<file path="src/hdl/core_defs.svh">
`ifndef CORE_DEFS_SVH
`define CORE_DEFS_SVH

// data and address width of the core
`define DATA_W 32

// data RAM size in 32-bit words
// word address wraps modulo this depth
`define RAM_DEPTH_WORDS 256

// cycles from mem_en rising to mem_ready, any value of 1 or more
`define RAM_WAIT_CYCLES 2

`endif

</file>
<file path="src/hdl/mem_pkg.sv">
package mem_pkg;

    // memory opcode, loads first then stores
    typedef enum logic [3:0] {
        MOP_LB,
        MOP_LBU,
        MOP_LH,
        MOP_LHU,
        MOP_LW,
        MOP_SB,
        MOP_SH,
        MOP_SW
    } mem_op_e;

    typedef enum logic [1:0] {
        S_IDLE,
        S_BEAT0,
        S_BEAT1,
        S_ACK
    } seq_state_e;

    // beats needed for an access, split only when it crosses a word
    function automatic logic [1:0] beat_count(input mem_op_e op, input logic [1:0] byte_off);
        logic [1:0] n;
        n = 2'd1;
        case (op)
            MOP_LH, MOP_LHU, MOP_SH: if (byte_off == 2'd3) n = 2'd2;
            MOP_LW, MOP_SW:          if (byte_off != 2'd0) n = 2'd2;
            default:                 n = 2'd1;
        endcase
        return n;
    endfunction

endpackage

</file>
<file path="src/hdl/load_lane_merge.sv">
`timescale 1ns/1ps
`include "core_defs.svh"

module load_lane_merge (
    input  mem_pkg::mem_op_e      op,
    input  logic [1:0]            byte_off,
    input  logic [`DATA_W-1:0]    cur_rdata,
    input  logic [`DATA_W-1:0]    prev_rdata,
    output logic [`DATA_W-1:0]    load_value
);

    logic                 split;
    logic [4:0]           shamt;
    logic [2*`DATA_W-1:0] win;
    logic [2*`DATA_W-1:0] win_sh;
    logic [`DATA_W-1:0]   raw;

    assign split = (mem_pkg::beat_count(op, byte_off) == 2'd2);
    assign shamt = {byte_off, 3'b000};

    // split access starts in the previous word, current word sits above it
    assign win    = split ? {cur_rdata, prev_rdata} : {{`DATA_W{1'b0}}, cur_rdata};
    assign win_sh = win >> shamt;
    assign raw    = win_sh[`DATA_W-1:0];

    always_comb begin
        case (op)
            mem_pkg::MOP_LB:  load_value = {{(`DATA_W-8){raw[7]}}, raw[7:0]};
            mem_pkg::MOP_LBU: load_value = {{(`DATA_W-8){1'b0}}, raw[7:0]};
            mem_pkg::MOP_LH:  load_value = {{(`DATA_W-16){raw[15]}}, raw[15:0]};
            mem_pkg::MOP_LHU: load_value = {{(`DATA_W-16){1'b0}}, raw[15:0]};
            mem_pkg::MOP_LW:  load_value = raw;
            default:          load_value = '0;    // stores return nothing
        endcase
    end

endmodule

</file>
<file path="config.mk">
export PLATFORM = sky130hd
export DESIGN_NAME = load_lane_merge
export DESIGN_NICKNAME = d
export VERILOG_FILES = /design/src/hdl/mem_pkg.sv /design/src/hdl/load_lane_merge.sv
export VERILOG_INCLUDE_DIRS = /design/src /design/src/hdl
export SDC_FILE = /design/constraint.sdc
export NUM_CORES = 1
export LEC_CHECK = 0
export BUFFER_PORTS_ARGS = -buffer_cell sky130_fd_sc_hd__buf_2
export CORE_AREA = 4 4 72 57
export DETAILED_ROUTE_END_ITERATION = 16
export DIE_AREA = 0 0 76 61
export PLACE_DENSITY = 0.91
export RECOVER_POWER = 100
export SYNTH_ARGS = -nofsm -noshare
export SYNTH_HDL_FRONTEND = slang
export SYNTH_SLANG_ARGS = --single-unit
</file>
<file path="constraint.sdc">
create_clock -name vclk -period 3.5
set_clock_uncertainty 0.05 [all_clocks]
set_input_delay 0.7 -clock vclk [all_inputs]
set_output_delay 0.7 -clock vclk [all_outputs]
set_load 0.005 [all_outputs]
</file>
==> impl_metrics.csv <==
group,metric,value,unit
status,status,"complete, but fails checks",
status,violations,"setup timing",
routing,drc,0,
layout,multiInputGateArea,1470,um2
routing,firstDrtPassIters,4,
layout,final_cells,341,
synth,synth_top_area_cell,"mux2i_1",
grt,grt_pass1_vias,1858,
worst_setup_path,startpoint_type,"input port",
synth,avgSynthCellArea,7.15,um2
layout,drive_gt1_share,43.2,%
timing,relSlewSlack,22.7,%
routing,routedWlPerCell,16.4,um
pwr,p_int,135,uW
placed_design,dp_slack,-114,ps
floorplan,dieWidth,76,um
worst_setup_path,crit_path_max_fanout,8,
layout,layout.nets,373,
pwr,p_seq_share,0,%
placed_design,io_buffers,94,
flow_run,drv_cap,0,
grt,grt_max_degree,50,
layout,n_clock_buffer,0,
floorplan,die-height,61,um
hold_path,hp-class,"in2out",
pwr,cellPowerDensity,127,nW/um2
placed_design,gp_congestion,0.823,
floorplan,floorplan.initialDensity,44.0,%
layout,flops_and_latches,0,
floorplan,dieArea,4640,um2
worst_setup_path,path_class,"in2out",
routing,ant_nets,0,
pwr,pwr-share-clk,0,%
timing,worstMarginPinSlew,1160,ps
routing,routed_wl,5590,um
routing,via_per_inst,5.93,
timing,fin_crit,3520,ps
timing,setup_violations,8,
routing,vias,2023,
placed_design,dpl.cell_count,335,
layout,area_growth,50.0,%
timing,timing.final.ws_setup,-20.8,ps
worst_setup_path,endpoint_kind,"primary output",
timing,hold_viol,0,
layout,diodes,0,
layout,ff_latch_area,0,um2
floorplan,ioPinCount,102,
synth,synth-seq-area-share,0,%
pwr,p_leak,0.00114,uW
synth,ys_warn_count,0,
synth,ys_top_cells_by_area,"mux2i_1 (38%), o21ai_0 (7.6%), a21oi_1 (5.8%)",
synth,netlist_instances,204,
pwr,switching_share,51.5,%
synth,synth_top_area_share,38.5,%
worst_setup_path,critPathArrivalTime,2770,ps
timing,max_freq,284,MHz
timing,rsz0062_at_grt,"true",
timing,fin_crit_sh,101,%
pwr,vdd_ir_drop_max,0.0000751,V
pwr,finalPower,278,uW
layout,nFillCells,278,
pwr,p_comb_share,100.0,%
grt,antenna_found_initial,0,
worst_setup_path,crit_required,2750,ps
clocking,cts_hold_buf,0,
floorplan,core-area,3310,um2
synth,syn_area,1460,um2
grt,grt_overflow,0,
placed_design,dpl.hpwl,4040,um
floorplan,row_count,18,
synth,synth_cell_types,31,
pwr,p_switching,143,uW
routing,drtIter0Drc,128,
grt,grt_pass1_wl,8630,um
grt,grt_usage,22.2,%
timing,slew_viol_final,0,
synth,synth_nets,274,
final timing paths:
kind	start	end	slack (ps)	cells past startpoint
worst max-delay path	op[3]	load_value[27]	-20	10
worst min-delay path	op[0]	load_value[23]	1780	4
cell usage in the layout, fill, tap and decap left out, drive strengths merged, types with 6 or more instances in the layout:
cell type,n
o21ai,22
mux2i,56
nand2b,9
buf,110
nand3,9
a21oi,17
nand2,6
o21bai,7
a221o,8
a211oi,7
nor2,21
cells by family after synthesis:
kind of cell / Yosys count / share of synthesized area (%)
AO/OA/AOI/OAI: 70 / 33.3
multiplexers: 58 / 41.5
AND/OR/NAND/NOR: 56 / 18.9
buffers and inverters: 20 / 6.27
worst max-delay path, cell delays in order:
cell	delay [ps]
buf_6	90
buf_6	110
nand4b_1	240
buf_4	190
o41a_1	150
mux2i_2	190
mux4_2	530
o22ai_4	280
nand2b_4	200
buf_6	90
area by class of cell:
type / count / share of cell area, %
Tap cell: 40 / 2.29
Multi-Input combinational cell: 185 / 67.2
Timing Repair Buffer: 114 / 30.2
Inverter: 2 / 0.343
metrics by stage:
step / hold WS (ps) / instance area [um2] / TNS [ps] / util (%)
2_1_floorplan: 1530 / 1460 / 0 / -
3_3_place_gp: 1800 / 2020 / -1900 / 61.0
3_5_place_dp: 1810 / 2020 / -2210 / 61.0
4_1_cts: 1780 / 2120 / -0.886 / 64.0
5_1_grt: 1810 / 2190 / -1800 / 66.1
6_report: 1780 / 2190 / -118 / 66.1
power groups by stage:
| stage | sequential [uW] | combinational, uW | clock (uW) |
|---|---|---|---|
| floorplan | 0 | 148 | 0 |
| global placement | 0 | 244 | 0 |
| detailed placement | 0 | 251 | 0 |
| CTS | 0 | 267 | 0 |
| global route | 0 | 304 | 0 |
| finish | 0 | 278 | 0 |
routing by layer:
layer	GRT usage [%]	share of wire, %	vias to the layer above
li1	-	-	979
met1	27.4	40	941
met2	41.8	50	101
met3	3.86	10	2
met4	3.81	0.27	0
met5	0	0	-
timing repair:
action / 4_1_cts / 5_1_grt
buffers inserted: 4 / 1
cloned: 1 / 0
resized for setup: 12 / 10
pin swaps: 1 / 0
setup endpoints to repair: 24 / 25
synth_stat cells (all sizes together):
library cell  number
and2b              1
a22o               3
nor2b              2
nand2              6
nor3               4
buf                7
nand4b             1
mux4               2
inv                2
mux2i             56
a21oi             17
and3               1
a221o              8
nand3              9
o21ai             22
nor3b              2
o41ai              1
o311ai             1
nor2              21
nand2b             9
clkbuf            11
a211oi             7
a22oi              1
o21bai             7
a21o               1
o22ai              1
o41a               1
No activity file was read; power rests on OpenSTA's default activity.
