<file path="config.mk">
export PLATFORM = sky130hd
export DESIGN_NAME = mem_access_seq
export DESIGN_NICKNAME = d
export VERILOG_FILES = /design/src/hdl/mem_pkg.sv /design/src/hdl/mem_access_seq.sv
export VERILOG_INCLUDE_DIRS = /design/src /design/src/hdl
export SDC_FILE = /design/constraint.sdc
export NUM_CORES = 1
export LEC_CHECK = 0
export CORE_MARGIN = 1.5
export CORE_UTILIZATION = 57
export CTS_CLUSTER_DIAMETER = 120
export CTS_CLUSTER_SIZE = 14
export DETAILED_ROUTE_END_ITERATION = 8
export DONT_BUFFER_PORTS = 1
export HOLD_SLACK_MARGIN = 0.03
export PLACE_DENSITY_LB_ADDON = 0.15
export SYNTH_ARGS = -nofsm -noshare
export SYNTH_HDL_FRONTEND = slang
export SYNTH_SLANG_ARGS = --single-unit
</file>
<file path="constraint.sdc">
create_clock -name clk -period 3.9 [get_ports clk]
set_input_delay 0.39 -clock clk [delete_from_list [all_inputs] [get_ports clk]]
set_output_delay 0.39 -clock clk [all_outputs]
set_load 0.01 [all_outputs]
</file>
<file path="src/hdl/core_defs.svh">
`ifndef CORE_DEFS_SVH
`define CORE_DEFS_SVH

// data and address width of the core
`define DATA_W 32

// data RAM size in 32-bit words
// word address wraps modulo this depth
`define RAM_DEPTH_WORDS 256

// cycles from mem_en rising to mem_ready, any value of 1 or more
`define RAM_WAIT_CYCLES 2

`endif

</file>
<file path="src/hdl/mem_pkg.sv">
package mem_pkg;

    // memory opcode, loads first then stores
    typedef enum logic [3:0] {
        MOP_LB,
        MOP_LBU,
        MOP_LH,
        MOP_LHU,
        MOP_LW,
        MOP_SB,
        MOP_SH,
        MOP_SW
    } mem_op_e;

    typedef enum logic [1:0] {
        S_IDLE,
        S_BEAT0,
        S_BEAT1,
        S_ACK
    } seq_state_e;

    // beats needed for an access, split only when it crosses a word
    function automatic logic [1:0] beat_count(input mem_op_e op, input logic [1:0] byte_off);
        logic [1:0] n;
        n = 2'd1;
        case (op)
            MOP_LH, MOP_LHU, MOP_SH: if (byte_off == 2'd3) n = 2'd2;
            MOP_LW, MOP_SW:          if (byte_off != 2'd0) n = 2'd2;
            default:                 n = 2'd1;
        endcase
        return n;
    endfunction

endpackage

</file>
<file path="src/hdl/mem_access_seq.sv">
`timescale 1ns/1ps
`include "core_defs.svh"

module mem_access_seq (
    input  logic                  clk,
    input  logic                  rst,

    input  logic                  req,
    input  mem_pkg::mem_op_e      op,
    input  logic [`DATA_W-1:0]    addr,
    output logic                  ack,
    output logic [`DATA_W-1:0]    rdata,

    output logic                  beat,
    output logic                  mem_en,
    output logic                  mem_we,
    output logic [`DATA_W-1:0]    mem_word_addr,
    input  logic                  mem_ready,
    input  logic [`DATA_W-1:0]    mem_rdata,

    output logic [`DATA_W-1:0]    prev_rdata,
    input  logic [`DATA_W-1:0]    load_value
);

    mem_pkg::seq_state_e state;
    logic [1:0]          n_beats;    // captured at request time
    logic                is_store;

    assign is_store = (op == mem_pkg::MOP_SB) ||
                      (op == mem_pkg::MOP_SH) ||
                      (op == mem_pkg::MOP_SW);

    assign beat = (state == mem_pkg::S_BEAT1);

    always_ff @(posedge clk) begin
        if (rst) begin
            state   <= mem_pkg::S_IDLE;
            ack     <= 1'b0;
            mem_en  <= 1'b0;
            mem_we  <= 1'b0;
            n_beats <= 2'd1;
        end else begin
            case (state)
                mem_pkg::S_IDLE: begin
                    if (req) begin
                        state   <= mem_pkg::S_BEAT0;
                        mem_en  <= 1'b1;
                        mem_we  <= is_store;
                        n_beats <= mem_pkg::beat_count(op, addr[1:0]);
                    end
                end
                mem_pkg::S_BEAT0: begin
                    if (mem_ready) begin
                        mem_en <= 1'b0;    // low for one cycle between beats
                        if (n_beats == 2'd2) begin
                            state <= mem_pkg::S_BEAT1;
                        end else begin
                            state  <= mem_pkg::S_ACK;
                            mem_we <= 1'b0;
                            ack    <= 1'b1;
                        end
                    end
                end
                mem_pkg::S_BEAT1: begin
                    if (!mem_en) begin
                        mem_en <= 1'b1;    // second word request
                    end else if (mem_ready) begin
                        state  <= mem_pkg::S_ACK;
                        mem_en <= 1'b0;
                        mem_we <= 1'b0;
                        ack    <= 1'b1;
                    end
                end
                mem_pkg::S_ACK: begin
                    // hold ack until the requester lets go
                    if (!req) begin
                        state <= mem_pkg::S_IDLE;
                        ack   <= 1'b0;
                    end
                end
                default: state <= mem_pkg::S_IDLE;
            endcase
        end
    end

    // word address, previous read word and load result
    always_ff @(posedge clk) begin
        case (state)
            mem_pkg::S_IDLE: begin
                if (req) mem_word_addr <= {2'b00, addr[`DATA_W-1:2]};
            end
            mem_pkg::S_BEAT0: begin
                if (mem_ready) begin
                    prev_rdata <= mem_rdata;
                    if (n_beats == 2'd2)
                        mem_word_addr <= mem_word_addr + `DATA_W'(1);
                    else if (!mem_we)
                        rdata <= load_value;
                end
            end
            mem_pkg::S_BEAT1: begin
                if (mem_en && mem_ready && !mem_we) rdata <= load_value;
            end
            default: ;
        endcase
    end

endmodule

</file>
==> impl_results.md <==
- Fmax: 388 MHz
- Port buffer count: 0
- Post-synthesis sequential area ratio: 68.5%
- Filler Cells Inserted: 570
- Worst setup EP type: flip-flop
- GRT Total Usage: 22.0%
- GRT overflow: 0
- Core Area: 7370 um^2
- Clk slew on worst S/H paths: 0.10 ns
- CP delay by family, top: buffers and inverters
- Row Count: 31
- Pre-CTS setup slack: 1.34 ns
- Total wire length: 9130 um
- ANT cells: 0
- Die Span Y: 91 um
- Area of the multi-input gates: 1260 um^2
- Post-DRT Antenna Nets: 0
- Syn_area_per_cell: 13.6 um^2
- Root Driver: clkbuf_8
- CP Data Required Time: 3.90 ns
- Tmin final: 2.58 ns
- Yosys top cell area share: 65.3%
- Resized Gates After CTS: 0
- Die width: 91 um
- Cts bufs inserted: 9
- TritonCTS clock tree: built
- Detail Placement HPWL: 6800 um
- DRC violations left: 0
- CP Buf/Inv Count: 3
- PwrDens: 868 nW/um^2
- DRT Pass-1 Iters: 4
- Max-cap viol count: 0
- Setup TNS: 0 ns
- Post-CTS setup buffer count: 0
- Largest family of logic cells by synthesized area: simple AND/OR/NAND/NOR gates
- Least-Margin Pin Slew: 0.949 ns
- Vias in the first global route: 2,499
- Vias per cell: 6.19
- CP Class: reg2reg
- Die area: 8280 um^2
- Initial DRC Count: 133
- Slew HR: 35.1%
- Synth top cells by count: 96 x edfxtp_1, 34 x nor2_1, 15 x a21oi_1, 15 x a31oi_1, 14 x nand2_1
- Post-Syn Nets: 435
- Syn Inst Count: 325
- Max-slew violation count: 0
- First-pass GRT wire length: 13,900 um
- Critical Path Max Stage Delay: 0.51 ns
- Share of cells above drive strength 1: 9.37%
- EDFF count, synth: 96
- Clock skew: 0.00929 ns
- CP dominant cell by count: buf_4
- Worst-path cell chain: inv_1, ha_2, buf_4, nor2_1, a211oi_4, buf_4
- Lkg Pwr: 1.49 nW
- Post-Synth XOR/XNOR Area: 2.98%
- Initial Util: 59.9%
- Insertion delay to the later sink of the worst-skew pair: 0.35 ns
- Register area: 3020 um^2
- Most used DFF post-synth: edfxtp_1
- CTS Hold Bufs: 0
- Syn Std Cell Area: 4410 um^2
- Clock sinks: 103
- Synth Area in Compound Gates: 8.50%
- Worst setup margin: 1.32 ns
- CP max stage cell: ha_2
- Final Power: 0.00405 W
- H-tree depth: 3
- Dominant cells by area after synthesis: edfxtp_1 65%, dfxtp_1 3.2%, nor2_1 2.9%, xnor2_1 2.6%, or4_1 2.2%
- Leading area contributor after synthesis: edfxtp_1
- FF+latch count, synth: 103
- Largest net degree at the start of global routing: 44
- Worst vdd ir: 0.522 mV
- Period utilization: 66.1%
- # setup viols final: 0
- Run status: completed
- Yosys warns: 0
- Longest Clk Path Bufs: 2
- RSZ-0062 raised after global routing: false
- Synth cell types: 46
- Routed wire length per instance: 21.2 um
- Nature of the critical path startpoint: flip-flop
- Final hold vios: 0
- Hold Crit Class: in2reg
- Initial antenna violation count: 0
- Synth Area in Simple Gates: 13.4%
- Post-synthesis mux area share: 1.64%
- Synth-to-Final Area Change: 5.64%
- Asr flop ratio synth: 0%
- Crit path DAT: 2.58 ns
- Gpl congestion: 0.771
- Most frequent cell after synthesis: edfxtp_1
- Num ports: 204
- Adder-cell share of the synthesized area: 1.70%
- DR vias: 2,660
- Nets@finish: 437
- Crit path max fanout: 43
-- final timing paths --
kind | start | endpoint | slack (ns) | depth (start not counted)
worst max-delay path | state[1]$_SDFFE_PP0P_ | mem_word_addr[28]$_DFFE_PP_ | 1.32 | 6
worst min-delay path | rst | mem_we$_SDFFE_PP0P_ | 0.1 | 1
worst max register to register | state[1]$_SDFFE_PP0P_ | mem_word_addr[28]$_DFFE_PP_ | 1.32 | 6
worst min register to register | n_beats[0]$_SDFFE_PP1P_ | n_beats[0]$_SDFFE_PP1P_ | 0.47 | 2
-- report_power, final --
part           switching, W  internal, W
clock              0.000362     0.000240
sequential         0.000589      0.00186
combinational      0.000646     0.000348
total               0.00160      0.00245
-- per-layer routing --
metal / global-route usage (%) / vias up / share of wire [%] / wire [um]
met1: 26.6 / 1280 / 39 / 3580
met2: 36.9 / 128 / 52 / 4700
met5: 0 / - / 0 / 0
met4: 7.16 / 0 / 0.81 / 74
li1: - / 1248 / - / -
met3: 7.37 / 4 / 8.4 / 770
-- placed cells by master, fill, tap and decap left out, types with 2 or more instances in the layout --
| cell type | synthesis | layout |
|---|---|---|
| mux2_2 | 2 | 2 |
| inv_6 | 0 | 2 |
| nor2_1 | 34 | 34 |
| buf_4 | 0 | 4 |
| or2_2 | 2 | 2 |
| clkbuf_8 | 3 | 9 |
| xor2_1 | 2 | 2 |
| dfxtp_1 | 7 | 7 |
| nand2b_1 | 2 | 2 |
| o31ai_1 | 11 | 11 |
| or3_2 | 3 | 3 |
| ha_1 | 6 | 5 |
| nor3_1 | 4 | 4 |
| edfxtp_1 | 96 | 96 |
| a2111oi_0 | 3 | 3 |
| or3_1 | 2 | 2 |
| xnor2_1 | 13 | 13 |
| or4_1 | 13 | 13 |
| inv_1 | 13 | 13 |
| mux2i_1 | 5 | 5 |
| a31oi_1 | 15 | 15 |
| nor2b_1 | 7 | 7 |
| nand4_1 | 6 | 6 |
| clkinv_4 | 0 | 2 |
| nand2_1 | 14 | 14 |
| nor4_1 | 6 | 6 |
| and2_1 | 4 | 4 |
| a21oi_1 | 15 | 15 |
| nand3_1 | 5 | 5 |
| o21ai_0 | 8 | 8 |
-- layout make-up --
type	count	share of cell area, %
tap	99	2.66
inverter	13	1.05
multi-input combinational	196	27.0
clock inverter	6	1.15
sequential	103	64.8
clock buffer	9	2.66
timing repair buffer	4	0.644
-- cells by family after synthesis --
| group | Yosys count |
|---|---|
| AOI/OAI and AO/OA | 59 |
| xor gates and xnor gates | 15 |
| adders and majority gates | 6 |
| buffers and inverters | 26 |
| DFF | 103 |
| muxes | 7 |
| and+or+nand+nor | 109 |
-- stage by stage --
step | util, % | instances | cell area (um^2) | hold WS, ns
after CTS | 63.3 | 430 | 4660 | 0.0752
after detailed placement | 60.9 | 415 | 4490 | 0.464
after global placement | 60.9 | 415 | 4490 | 0.444
after floorplan | - | 325 | 4420 | 0.432
final | 63.3 | 430 | 4660 | 0.0990
after global routing | 63.3 | 430 | 4660 | 0.0712
-- worst reg2reg max path, cell delays in order, from the launching register on --
cell and delay (ns):
dfxtp_1 0.35, inv_1 0.11, ha_2 0.51, buf_4 0.47, nor2_1 0.15, a211oi_4 0.21
buf_4 0.41
-- flip-flops by register name, indices dropped and copies added, names as in the netlist --
register       count
n_beats            2
state              2
rdata             32
mem_word_addr     32
mem_we             1
ack                1
mem_en             1
prev_rdata        32
Power figures use the tool's default switching activity.
