`config.mk`:
```
export PLATFORM = sky130hd
export DESIGN_NAME = store_lane_align
export DESIGN_NICKNAME = d
export VERILOG_FILES = /design/src/hdl/mem_pkg.sv /design/src/hdl/store_lane_align.sv
export VERILOG_INCLUDE_DIRS = /design/src /design/src/hdl
export SDC_FILE = /design/constraint.sdc
export NUM_CORES = 1
export LEC_CHECK = 0
export ABC_CLOCK_PERIOD_IN_PS = 2040
export BUFFER_PORTS_ARGS = -buffer_cell sky130_fd_sc_hd__buf_4
export CORE_ASPECT_RATIO = 1.4
export CORE_MARGIN = 5
export CORE_UTILIZATION = 38
export DETAILED_ROUTE_END_ITERATION = 10
export PLACE_DENSITY = 0.87
export SYNTH_ARGS = -nofsm -noshare
export SYNTH_HDL_FRONTEND = slang
export SYNTH_SLANG_ARGS = --single-unit
```
`constraint.sdc`:
```
create_clock -name vclk -period 2.04
set_input_delay 0.204 -clock vclk [all_inputs]
set_output_delay 0.204 -clock vclk [all_outputs]
set_load 0.005 [all_outputs]
```
`src/hdl/core_defs.svh`:
```
`ifndef CORE_DEFS_SVH
`define CORE_DEFS_SVH

// data and address width of the core
`define DATA_W 32

// data RAM size in 32-bit words
// word address wraps modulo this depth
`define RAM_DEPTH_WORDS 256

// cycles from mem_en rising to mem_ready, any value of 1 or more
`define RAM_WAIT_CYCLES 2

`endif

```
`src/hdl/mem_pkg.sv`:
```
package mem_pkg;

    // memory opcode, loads first then stores
    typedef enum logic [3:0] {
        MOP_LB,
        MOP_LBU,
        MOP_LH,
        MOP_LHU,
        MOP_LW,
        MOP_SB,
        MOP_SH,
        MOP_SW
    } mem_op_e;

    typedef enum logic [1:0] {
        S_IDLE,
        S_BEAT0,
        S_BEAT1,
        S_ACK
    } seq_state_e;

    // beats needed for an access, split only when it crosses a word
    function automatic logic [1:0] beat_count(input mem_op_e op, input logic [1:0] byte_off);
        logic [1:0] n;
        n = 2'd1;
        case (op)
            MOP_LH, MOP_LHU, MOP_SH: if (byte_off == 2'd3) n = 2'd2;
            MOP_LW, MOP_SW:          if (byte_off != 2'd0) n = 2'd2;
            default:                 n = 2'd1;
        endcase
        return n;
    endfunction

endpackage

```
`src/hdl/store_lane_align.sv`:
```
`timescale 1ns/1ps
`include "core_defs.svh"

module store_lane_align (
    input  mem_pkg::mem_op_e      op,
    input  logic [1:0]            byte_off,
    input  logic                  beat,
    input  logic [`DATA_W-1:0]    wdata,
    output logic [`DATA_W-1:0]    mem_wmask,
    output logic [`DATA_W-1:0]    mem_wdata
);

    logic [`DATA_W-1:0]   size_mask;
    logic [4:0]           shamt;
    logic [2*`DATA_W-1:0] mask_win;
    logic [2*`DATA_W-1:0] data_win;

    // lanes covered by the access before any shift
    always_comb begin
        case (op)
            mem_pkg::MOP_SB: size_mask = `DATA_W'(8'hff);
            mem_pkg::MOP_SH: size_mask = `DATA_W'(16'hffff);
            mem_pkg::MOP_SW: size_mask = {`DATA_W{1'b1}};
            default:         size_mask = '0;    // loads write nothing
        endcase
    end

    assign shamt = {byte_off, 3'b000};

    // two-word window, low half is the first word and high half the spill
    assign mask_win = {{`DATA_W{1'b0}}, size_mask} << shamt;
    assign data_win = {{`DATA_W{1'b0}}, wdata} << shamt;

    // bytes and aligned words never reach the high half
    always_comb begin
        if (beat) begin
            mem_wmask = mask_win[2*`DATA_W-1:`DATA_W];
            mem_wdata = data_win[2*`DATA_W-1:`DATA_W];
        end else begin
            mem_wmask = mask_win[`DATA_W-1:0];
            mem_wdata = data_win[`DATA_W-1:0];
        end
    end

endmodule

```
==> results of run 1 <==
path summary, 6_finish.rpt:
check	from	endpoint	cells after the start
setup / recovery	byte_off[0]	mem_wdata[29]	6
hold / removal	beat	mem_wdata[26]	3
cells in the mapped netlist:
library cell | n | area (µm²)
buf_4 | 29 | 218
or2_1 | 1 | 6.26
maj3_1 | 1 | 10.0
and3_1 | 1 | 6.26
o21ai_1 | 1 | 5.00
nand2b_1 | 1 | 6.26
a21oi_1 | 1 | 5.00
nand3_1 | 2 | 10.0
clkbuf_1 | 5 | 18.8
a22o_1 | 8 | 70.1
clkbuf_4 | 1 | 7.51
nor2_1 | 2 | 7.51
o21ai_0 | 3 | 15.0
buf_6 | 2 | 22.5
mux2i_1 | 24 | 240
inv_1 | 1 | 3.75
and2_1 | 9 | 56.3
nor3_2 | 1 | 10.0
buf_2 | 4 | 20.0
a211oi_1 | 10 | 75.1
nand2_1 | 1 | 3.75
a2bb2oi_1 | 1 | 8.76
o22ai_1 | 8 | 50.1
o2bb2ai_1 | 16 | 140
a31oi_1 | 2 | 12.5
power by group:
part	internal, mW	switching (mW)
Sequential	0	0
Combinational	0.197	0.151
Clock	0	0
through the flow:
step / worst slack, ps / power, mW / instances / util
2_1_floorplan: 335 / 0.180 / 135 / -
3_3_place_gp: 467 / 0.348 / 239 / 0.614
3_5_place_dp: 423 / 0.350 / 239 / 0.614
4_1_cts: 421 / 0.352 / 239 / 0.614
5_1_grt: 286 / 0.383 / 239 / 0.614
6_report: 440 / 0.348 / 239 / 0.614
routing by layer:
| metal | vias up | GRT usage |
|---|---|---|
| li1 | 628 | - |
| met1 | 590 | 0.200 |
| met4 | 0 | 0 |
| met2 | 77 | 0.338 |
| met3 | 0 | 0.0395 |
| met5 | - | 0 |
cells by family after synthesis:
group / after synthesis / share of synthesized area
buf+inv: 42 / 0.282
fa+ha+maj: 1 / 0.00973
mux: 24 / 0.234
simple gates: 18 / 0.103
compound gates: 50 / 0.371
worst max-delay path, cell delays in order:
cell and delay [ps]:
buf_4 290, buf_4 250, mux2i_1 110, and2_1 160, a211oi_1 220, buf_4 150
area by class of cell:
type	count	share of cell area
Tap cell	36	0.0281
Timing Repair Buffer	109	0.510
Inverter	1	0.00234
Multi-Input combinational cell	93	0.460
==> reports/summary.txt, run 1 <==
final-layout fill cell count = 249
sequential cell area fraction in the yosys report = 0
area of the multi-input gates = 738 µm²
Tightest Pin Transition = 534 ps
met2 WL = 1.74 mm
IO buf count = 103
Cell variety after synth = 25
1st-pass router iterations = 4
DRC violation count after routing = 0
final count of pins violating max slew = 0
slew margin rel. = 0.643
Syn Inst Count = 135
Syn Area/Cell = 7.62 µm²
GRT Overall Usage = 0.176
commonest non-fill, non-tap cell in the layout = buf_4
I/O pins = 103
WP data arrival = 1400 ps
CLK BUF = 0
Crit path required time = 1840 ps
DIE AREA = 3860 µm²
Post-DP Area = 1610 µm²
Inserted Diodes = 0
Tmin final = 1600 ps
outcome = complete, no violations
post-DR wirelength/cell = 15.0 µm
FFs & Latches = 0
Mapped Area = 1030 µm²
layout cells sized above 1 = 0.542
Syn. warnings = 0
area grow syn2layout = 56.1%
largest net degree at the start of global routing = 27
vias = 1,295
FF/Latch Area = 0 µm²
Highest Clock Rate = 625 MHz
routed wl met3 = 549 µm
core area = 2620 µm²
VDD IR-drop max = 116 µV
Max Cap Viol = 0
Hold Vio Cnt, Final = 0
antenna violations before repair = 0
CP Capture Type = output pin
Routed Antenna Nets = 0
DRT iter0 DRCs = 21
number of global-route vias before repair = 1,250
power density cells = 217 nW/µm²
Die Ht = 71.6 µm
most frequent cells in the layout = 109 x buf_4, 24 x mux2i_1, 16 x o2bb2ai_1, 10 x a211oi_1, 9 x and2_1
Hold-fix buffers, CTS = 0
RePlAce Congestion = 0.763
# setup viols final = 0
worst-path fanout max = 24
Met1 Wirelength = 1.28 mm
initial core utilization = 0.393
Min-Delay Path Class = in2out
Overflow after GRT = 0
period utilization = 0.784
Top Metal Used = met3
critical path launch point type = input port
Die X = 54.0 µm
nets@finish = 244
WL final = 3.58 mm
post-CTS setup buffer count = 0
unrepaired setup endpoints after global routing = false
via density per instance = 5.42
DP Wirelength = 2.88 mm
Leak = 0.835 nW
Syn Nets = 174
setup_tns = 0 ps
Core Rows = 22
WHS = 782 ps
first-pass GRT wire length = 5.51 mm
CTS-repair resized insts = 0
kind of critical path = in2out
Final Instance Area = 1610 µm²
Power figures use the tool's default switching activity.
==> run 2: changes to the inputs <==
--- a/config.mk
+++ b/config.mk
@@ -6,13 +6,13 @@
 export SDC_FILE = /design/constraint.sdc
 export NUM_CORES = 1
 export LEC_CHECK = 0
-export ABC_CLOCK_PERIOD_IN_PS = 2040
+export ABC_CLOCK_PERIOD_IN_PS = 1340
 export BUFFER_PORTS_ARGS = -buffer_cell sky130_fd_sc_hd__buf_4
 export CORE_ASPECT_RATIO = 1.4
 export CORE_MARGIN = 5
-export CORE_UTILIZATION = 38
+export CORE_UTILIZATION = 34
 export DETAILED_ROUTE_END_ITERATION = 10
-export PLACE_DENSITY = 0.87
+export PLACE_DENSITY = 0.82
 export SYNTH_ARGS = -nofsm -noshare
 export SYNTH_HDL_FRONTEND = slang
 export SYNTH_SLANG_ARGS = --single-unit
==> constraint.sdc (replaced) <==
create_clock -name vclk -period 1.34
set_input_delay 0.134 -clock vclk [all_inputs]
set_output_delay 0.134 -clock vclk [all_outputs]
set_load 0.005 [all_outputs]
==> run 2 against run 1 <==
Effect of this change: wire length increased by 8.7%; worst setup slack got worse by 410 ps; worst hold slack got worse by 140 ps; combinational power increased by 67%; critical endpoint is now mem_wdata[7]; largest cell class unchanged; largest power group unchanged.
==> reports/summary.txt, run 2 (synthesized netlist as in run 1, its figures left out) <==
outcome = complete, no violations (unchanged)
antenna violations before repair = 0 (unchanged)
commonest non-fill, non-tap cell in the layout = buf_4 (unchanged)
Routed Antenna Nets = 0 (unchanged)
Overflow after GRT = 0 (unchanged)
DP Wirelength = 3.25 mm (was 2.88 mm)
fin util = 0.604 (was 0.614)
Crit path required time = 1210 ps (was 1840 ps)
unrepaired setup endpoints after global routing = true (was false)
DRT iter0 DRCs = 19 (was 21)
vias = 1,336 (was 1,295)
WHS = 644 ps (was 782 ps)
slowest library cell on the worst path = and2_2 (was buf_4)
nets@finish = 256 (was 244)
CLK BUF = 0 (unchanged)
IO buf count = 103 (unchanged)
area grow syn2layout = 69.0% (was 56.1%)
crit-path cells = buf_4 -> buf_12 -> and2_2 -> a22o_1 -> o2bb2ai_1 -> buf_4 (was buf_4 -> buf_4 -> mux2i_1 -> and2_1 -> a211oi_1 -> buf_4)
slew margin rel. = 0.660 (was 0.643)
initial core utilization = 0.357 (was 0.393)
FF/Latch Area = 0 µm² (unchanged)
Tmin final = 1310 ps
CP Capture Type = output pin (unchanged)
period utilization = 0.979
GRT Overall Usage = 0.169 (was 0.176)
power density cells = 335 nW/µm² (was 217 nW/µm²)
met1 usage = 0.176 (was 0.200)
met3 GRT Util = 0.0446 (was 0.0395)
Min-Delay Path Class = in2out (unchanged)
Core Rows = 23 (was 22)
layout cells sized above 1 = 0.591 (was 0.542)
1st-pass router iterations = 2 (was 4)
Die X = 56.5 µm (was 54.0 µm)
Highest Clock Rate = 762 MHz
final count of pins violating max slew = 0 (unchanged)
critical path launch point type = input port (unchanged)
Hold Vio Cnt, Final = 0 (unchanged)
DIE AREA = 4240 µm² (was 3860 µm²)
DRC violation count after routing = 0 (unchanged)
GRT busiest layer = met2 (unchanged)
Leak = 0.905 nW (was 0.835 nW)
VDD IR-drop max = 212 µV (was 116 µV)
delay-heaviest family, CP = buffers and inverters (unchanged)
first-pass GRT wire length = 6.04 mm (was 5.51 mm)
CP max stage delay = 250 ps (was 290 ps)
Max Cap Viol = 0 (unchanged)
I/O pins = 103 (unchanged)
via density per instance = 5.30 (was 5.42)
post-DR wirelength/cell = 15.4 µm (was 15.0 µm)
Hold-fix buffers, CTS = 0 (unchanged)
core area = 2880 µm² (was 2620 µm²)
largest net degree at the start of global routing = 21 (was 27)
cell with the most instances on the worst path = buf_4 (unchanged)
worst-path fanout max = 20 (was 24)
kind of critical path = in2out (unchanged)
RePlAce Congestion = 0.778 (was 0.763)
# setup viols final = 0 (unchanged)
number of global-route vias before repair = 1,332 (was 1,250)
critical path buffer and inverter count = 3 (unchanged)
most frequent cells in the layout = 120 x buf_4, 24 x mux2i_1, 16 x o2bb2ai_1 (was 109 x buf_4, 24 x mux2i_1, 16 x o2bb2ai_1, 10 x a211oi_1, 9 x and2_1)
Tightest Pin Transition = 510 ps (was 534 ps)
GRT met2 Usage = 0.348 (was 0.338)
Die Ht = 75.1 µm (was 71.6 µm)
FFs & Latches = 0 (unchanged)
WP data arrival = 1180 ps (was 1400 ps)
Inserted Diodes = 0 (unchanged)
WL final = 3.89 mm (was 3.58 mm)
run 2: changes by cell type in the layout (fill, tap and decap cells not counted):
cell / change
and2_2: +1
a2bb2oi_1: -1
a2bb2oi_2: +1
and2_1: -1
a211oi_2: +3
a211oi_1: -3
buf_12: +1
nor3_2: -1
buf_4: +11
nor3_4: +1
run 2: final cells by class:
| type | count | area [µm²] |
|---|---|---|
| Multi-Input combinational cell | 93 | 767 |
| Inverter | 1 | 3.75 |
| Tap cell | 37 | 46.3 |
| Fill cell | 297 | 1140 |
| Timing Repair Buffer | 121 | 921 |
run 2: layer usage:
layer  vias to the layer above  part of all wire
met2                        60              0.54
met1                       622              0.35
met4                         0            0.0069
met3                         2              0.10
met5                         -                 0
li1                        652                 -
run 2: path summary, 6_finish.rpt:
check | end | start | depth (start not counted)
worst max-delay path | mem_wdata[7] | byte_off[0] | 6
worst min-delay path | mem_wmask[24] | beat | 3
run 2: timing repair:
action                                  CTS  global route
resized for setup                         1             1
pin swaps                                 0             1
setup buffers                             0             0
endpoints found under the setup margin   16            41
run 2: per-stage QoR:
step,setup WS (ps),instance area [µm²],TNS (ps),total power [mW],std cells
detailed placement,-77.4,1730,-1090,0.582,252
finish,27.6,1740,0,0.582,252
floorplan,23.9,1060,0,0.285,135
global route,-76.7,1740,-2170,0.634,252
CTS,28.1,1730,0,0.585,252
global placement,-0.206,1730,-0.206,0.575,252
run 2: power breakdown:
group          internal [mW]  switching (mW)  leakage (nW)
clock network              0               0             0
registers                  0               0             0
logic                  0.331           0.251         0.905
total                  0.331           0.251         0.905
==> run 3: changes to the inputs <==
--- a/config.mk
+++ b/config.mk
@@ -6,7 +6,7 @@
 export SDC_FILE = /design/constraint.sdc
 export NUM_CORES = 1
 export LEC_CHECK = 0
-export ABC_CLOCK_PERIOD_IN_PS = 1340
+export ABC_CLOCK_PERIOD_IN_PS = 1200
 export BUFFER_PORTS_ARGS = -buffer_cell sky130_fd_sc_hd__buf_4
 export CORE_ASPECT_RATIO = 1.4
 export CORE_MARGIN = 5
==> constraint.sdc (replaced) <==
create_clock -name vclk -period 1.2
set_input_delay 0.12 -clock vclk [all_inputs]
set_output_delay 0.12 -clock vclk [all_outputs]
set_load 0.005 [all_outputs]
==> run 3 against run 2 <==
Effect of this change: the flow now finishes with violations (setup timing); global-route usage grew 0.071 points; worst setup slack got worse by 52 ps; count of clock-buffer cells in the layout is the same; critical path type unchanged; highest routed layer unchanged.
==> reports/summary.txt, run 3 (synthesized netlist as in run 1, its figures left out) <==
area of the multi-input gates = 852 µm² (was 767 µm²)
outcome = complete, but fails checks (was complete, no violations)
Final WS setup = -24.9 ps (was 27.6 ps)
DIE AREA = 4240 µm² (unchanged)
WL final = 4.11 mm (was 3.89 mm)
Inserted Diodes = 0 (unchanged)
initial core utilization = 0.357 (unchanged)
WHS = 646 ps (was 644 ps)
VDD IR-drop max = 240 µV (was 212 µV)
Switching Power = 311 µW (was 251 µW)
Overflow after GRT = 0 (unchanged)
Cell Int Power = 416 µW (was 331 µW)
Routed Antenna Nets = 0 (unchanged)
RePlAce Congestion = 0.782 (was 0.778)
nets@finish = 264 (was 256)
Tmin final = 1220 ps
unrepaired setup endpoints after global routing = true (unchanged)
number of global-route vias before repair = 1,372 (was 1,332)
critical path launch point type = input port (unchanged)
Hold Crit Depth = 4 (was 3)
Leak = 0.970 nW (was 0.905 nW)
I/O pins = 103 (unchanged)
antenna violations before repair = 0 (unchanged)
CLK BUF = 0 (unchanged)
kind of critical path = in2out (unchanged)
period utilization = 1.02
pre-CTS WS = -189 ps (was -77.4 ps)
Gate power share = 1.000 (about the same)
Core Rows = 23 (unchanged)
Hold Vio Cnt, Final = 0 (unchanged)
post-DR wirelength/cell = 15.8 µm (was 15.4 µm)
fin util = 0.667 (was 0.604)
final count of pins violating max slew = 0 (unchanged)
most frequent cells in the layout = 122 x buf_4, 22 x mux2i_1, 14 x o2bb2ai_1, 9 x a211oi_2, 8 x o22ai_1 (was 120 x buf_4, 24 x mux2i_1, 16 x o2bb2ai_1)
DRC violation count after routing = 0 (unchanged)
power density cells = 379 nW/µm² (was 335 nW/µm²)
first-pass GRT wire length = 6.09 mm (was 6.04 mm)
area grow syn2layout = 86.5% (was 69.0%)
failing checks = setup timing
Min-Delay Endpoint = mem_wdata[0] (was mem_wmask[24])
layout cells sized above 1 = 0.682 (was 0.591)
slew margin rel. = 0.778 (was 0.660)
WP data arrival = 1100 ps (was 1180 ps)
FFs & Latches = 0 (unchanged)
beginning of the worst hold path = wdata[24] (was beat)
DP Wirelength = 3.26 mm (was 3.25 mm)
IO buf count = 103 (unchanged)
Crit path required time = 1080 ps (was 1210 ps)
Max Cap Viol = 0 (unchanged)
FF/Latch Area = 0 µm² (unchanged)
largest net degree at the start of global routing = 17 (was 21)
switch share = 0.428 (was 0.431)
CP Capture Type = output pin (unchanged)
vias = 1,381 (was 1,336)
Highest Clock Rate = 816 MHz
1st-pass router iterations = 4 (was 2)
via density per instance = 5.31 (was 5.30)
# setup viols final = 2 (was 0)
commonest non-fill, non-tap cell in the layout = buf_4 (unchanged)
Non-Filler Instances = 260 (was 252)
core area = 2880 µm² (unchanged)
Die X = 56.5 µm (unchanged)
Tightest Pin Transition = 324 ps (was 510 ps)
setup_tns = -26.9 ps (was 0 ps)
Min-Delay Path Class = in2out (unchanged)
worst-path fanout max = 6 (was 20)
Hold-fix buffers, CTS = 0 (unchanged)
Flop pwr share = 0 (about the same)
Placed Cells = 257 (was 252)
final-layout fill cell count = 258 (was 297)
GRT Overall Usage = 0.170 (was 0.169)
clock share of power = 0 (about the same)
DRT iter0 DRCs = 33 (was 19)
Die Ht = 75.1 µm (unchanged)
run 3: per-stage QoR:
step | instance area [µm²] | power, mW
2_1_floorplan | 1080 | 0.327
3_3_place_gp | 1760 | 0.646
3_5_place_dp | 1760 | 0.658
4_1_cts | 1820 | 0.686
5_1_grt | 1920 | 0.785
6_report | 1920 | 0.727
run 3: critical path, stage by stage:
cell and delay [ps]:
buf_12 120, buf_4 160, mux2i_1 130, and2_1 180, a211oi_2 240, buf_4 150
run 3: how the worst max path moves through the flow:
| stage | startpoint | to | slack (ps) |
|---|---|---|---|
| after detailed placement | byte_off[0] | mem_wmask[17] | -190 |
| final | byte_off[0] | mem_wdata[25] | -20 |
| after global routing | byte_off[0] | mem_wdata[25] | -80 |
| after global placement | byte_off[0] | mem_wmask[20] | -140 |
| after floorplan | byte_off[1] | mem_wmask[1] | -30 |
| after CTS | byte_off[0] | mem_wdata[31] | -3 |
run 3: final cells by class:
class	count	share of cell area
multi-input combinational	93	0.444
inverter	1	0.00196
tap	37	0.0241
timing repair buffer	129	0.530
run 3: what timing repair did:
item | in CTS | in global routing
setup buffers | 1 | 2
gates resized for setup | 14 | 19
pin swaps | 2 | 8
setup endpoints to repair | 50 | 50
run 3: power by group through the flow:
stage	Sequential, mW	Combinational, mW	Clock, mW
5_1_grt	0	0.785	0
6_report	0	0.727	0
3_3_place_gp	0	0.646	0
2_1_floorplan	0	0.327	0
3_5_place_dp	0	0.658	0
4_1_cts	0	0.686	0
run 3: routing by layer:
metal  share of wire  vias up  GRT usage
li1                -      672          -
met1            0.37      623      0.193
met2            0.51       80      0.319
met3            0.11        6     0.0446
met4          0.0097        0     0.0343
met5               0        -          0
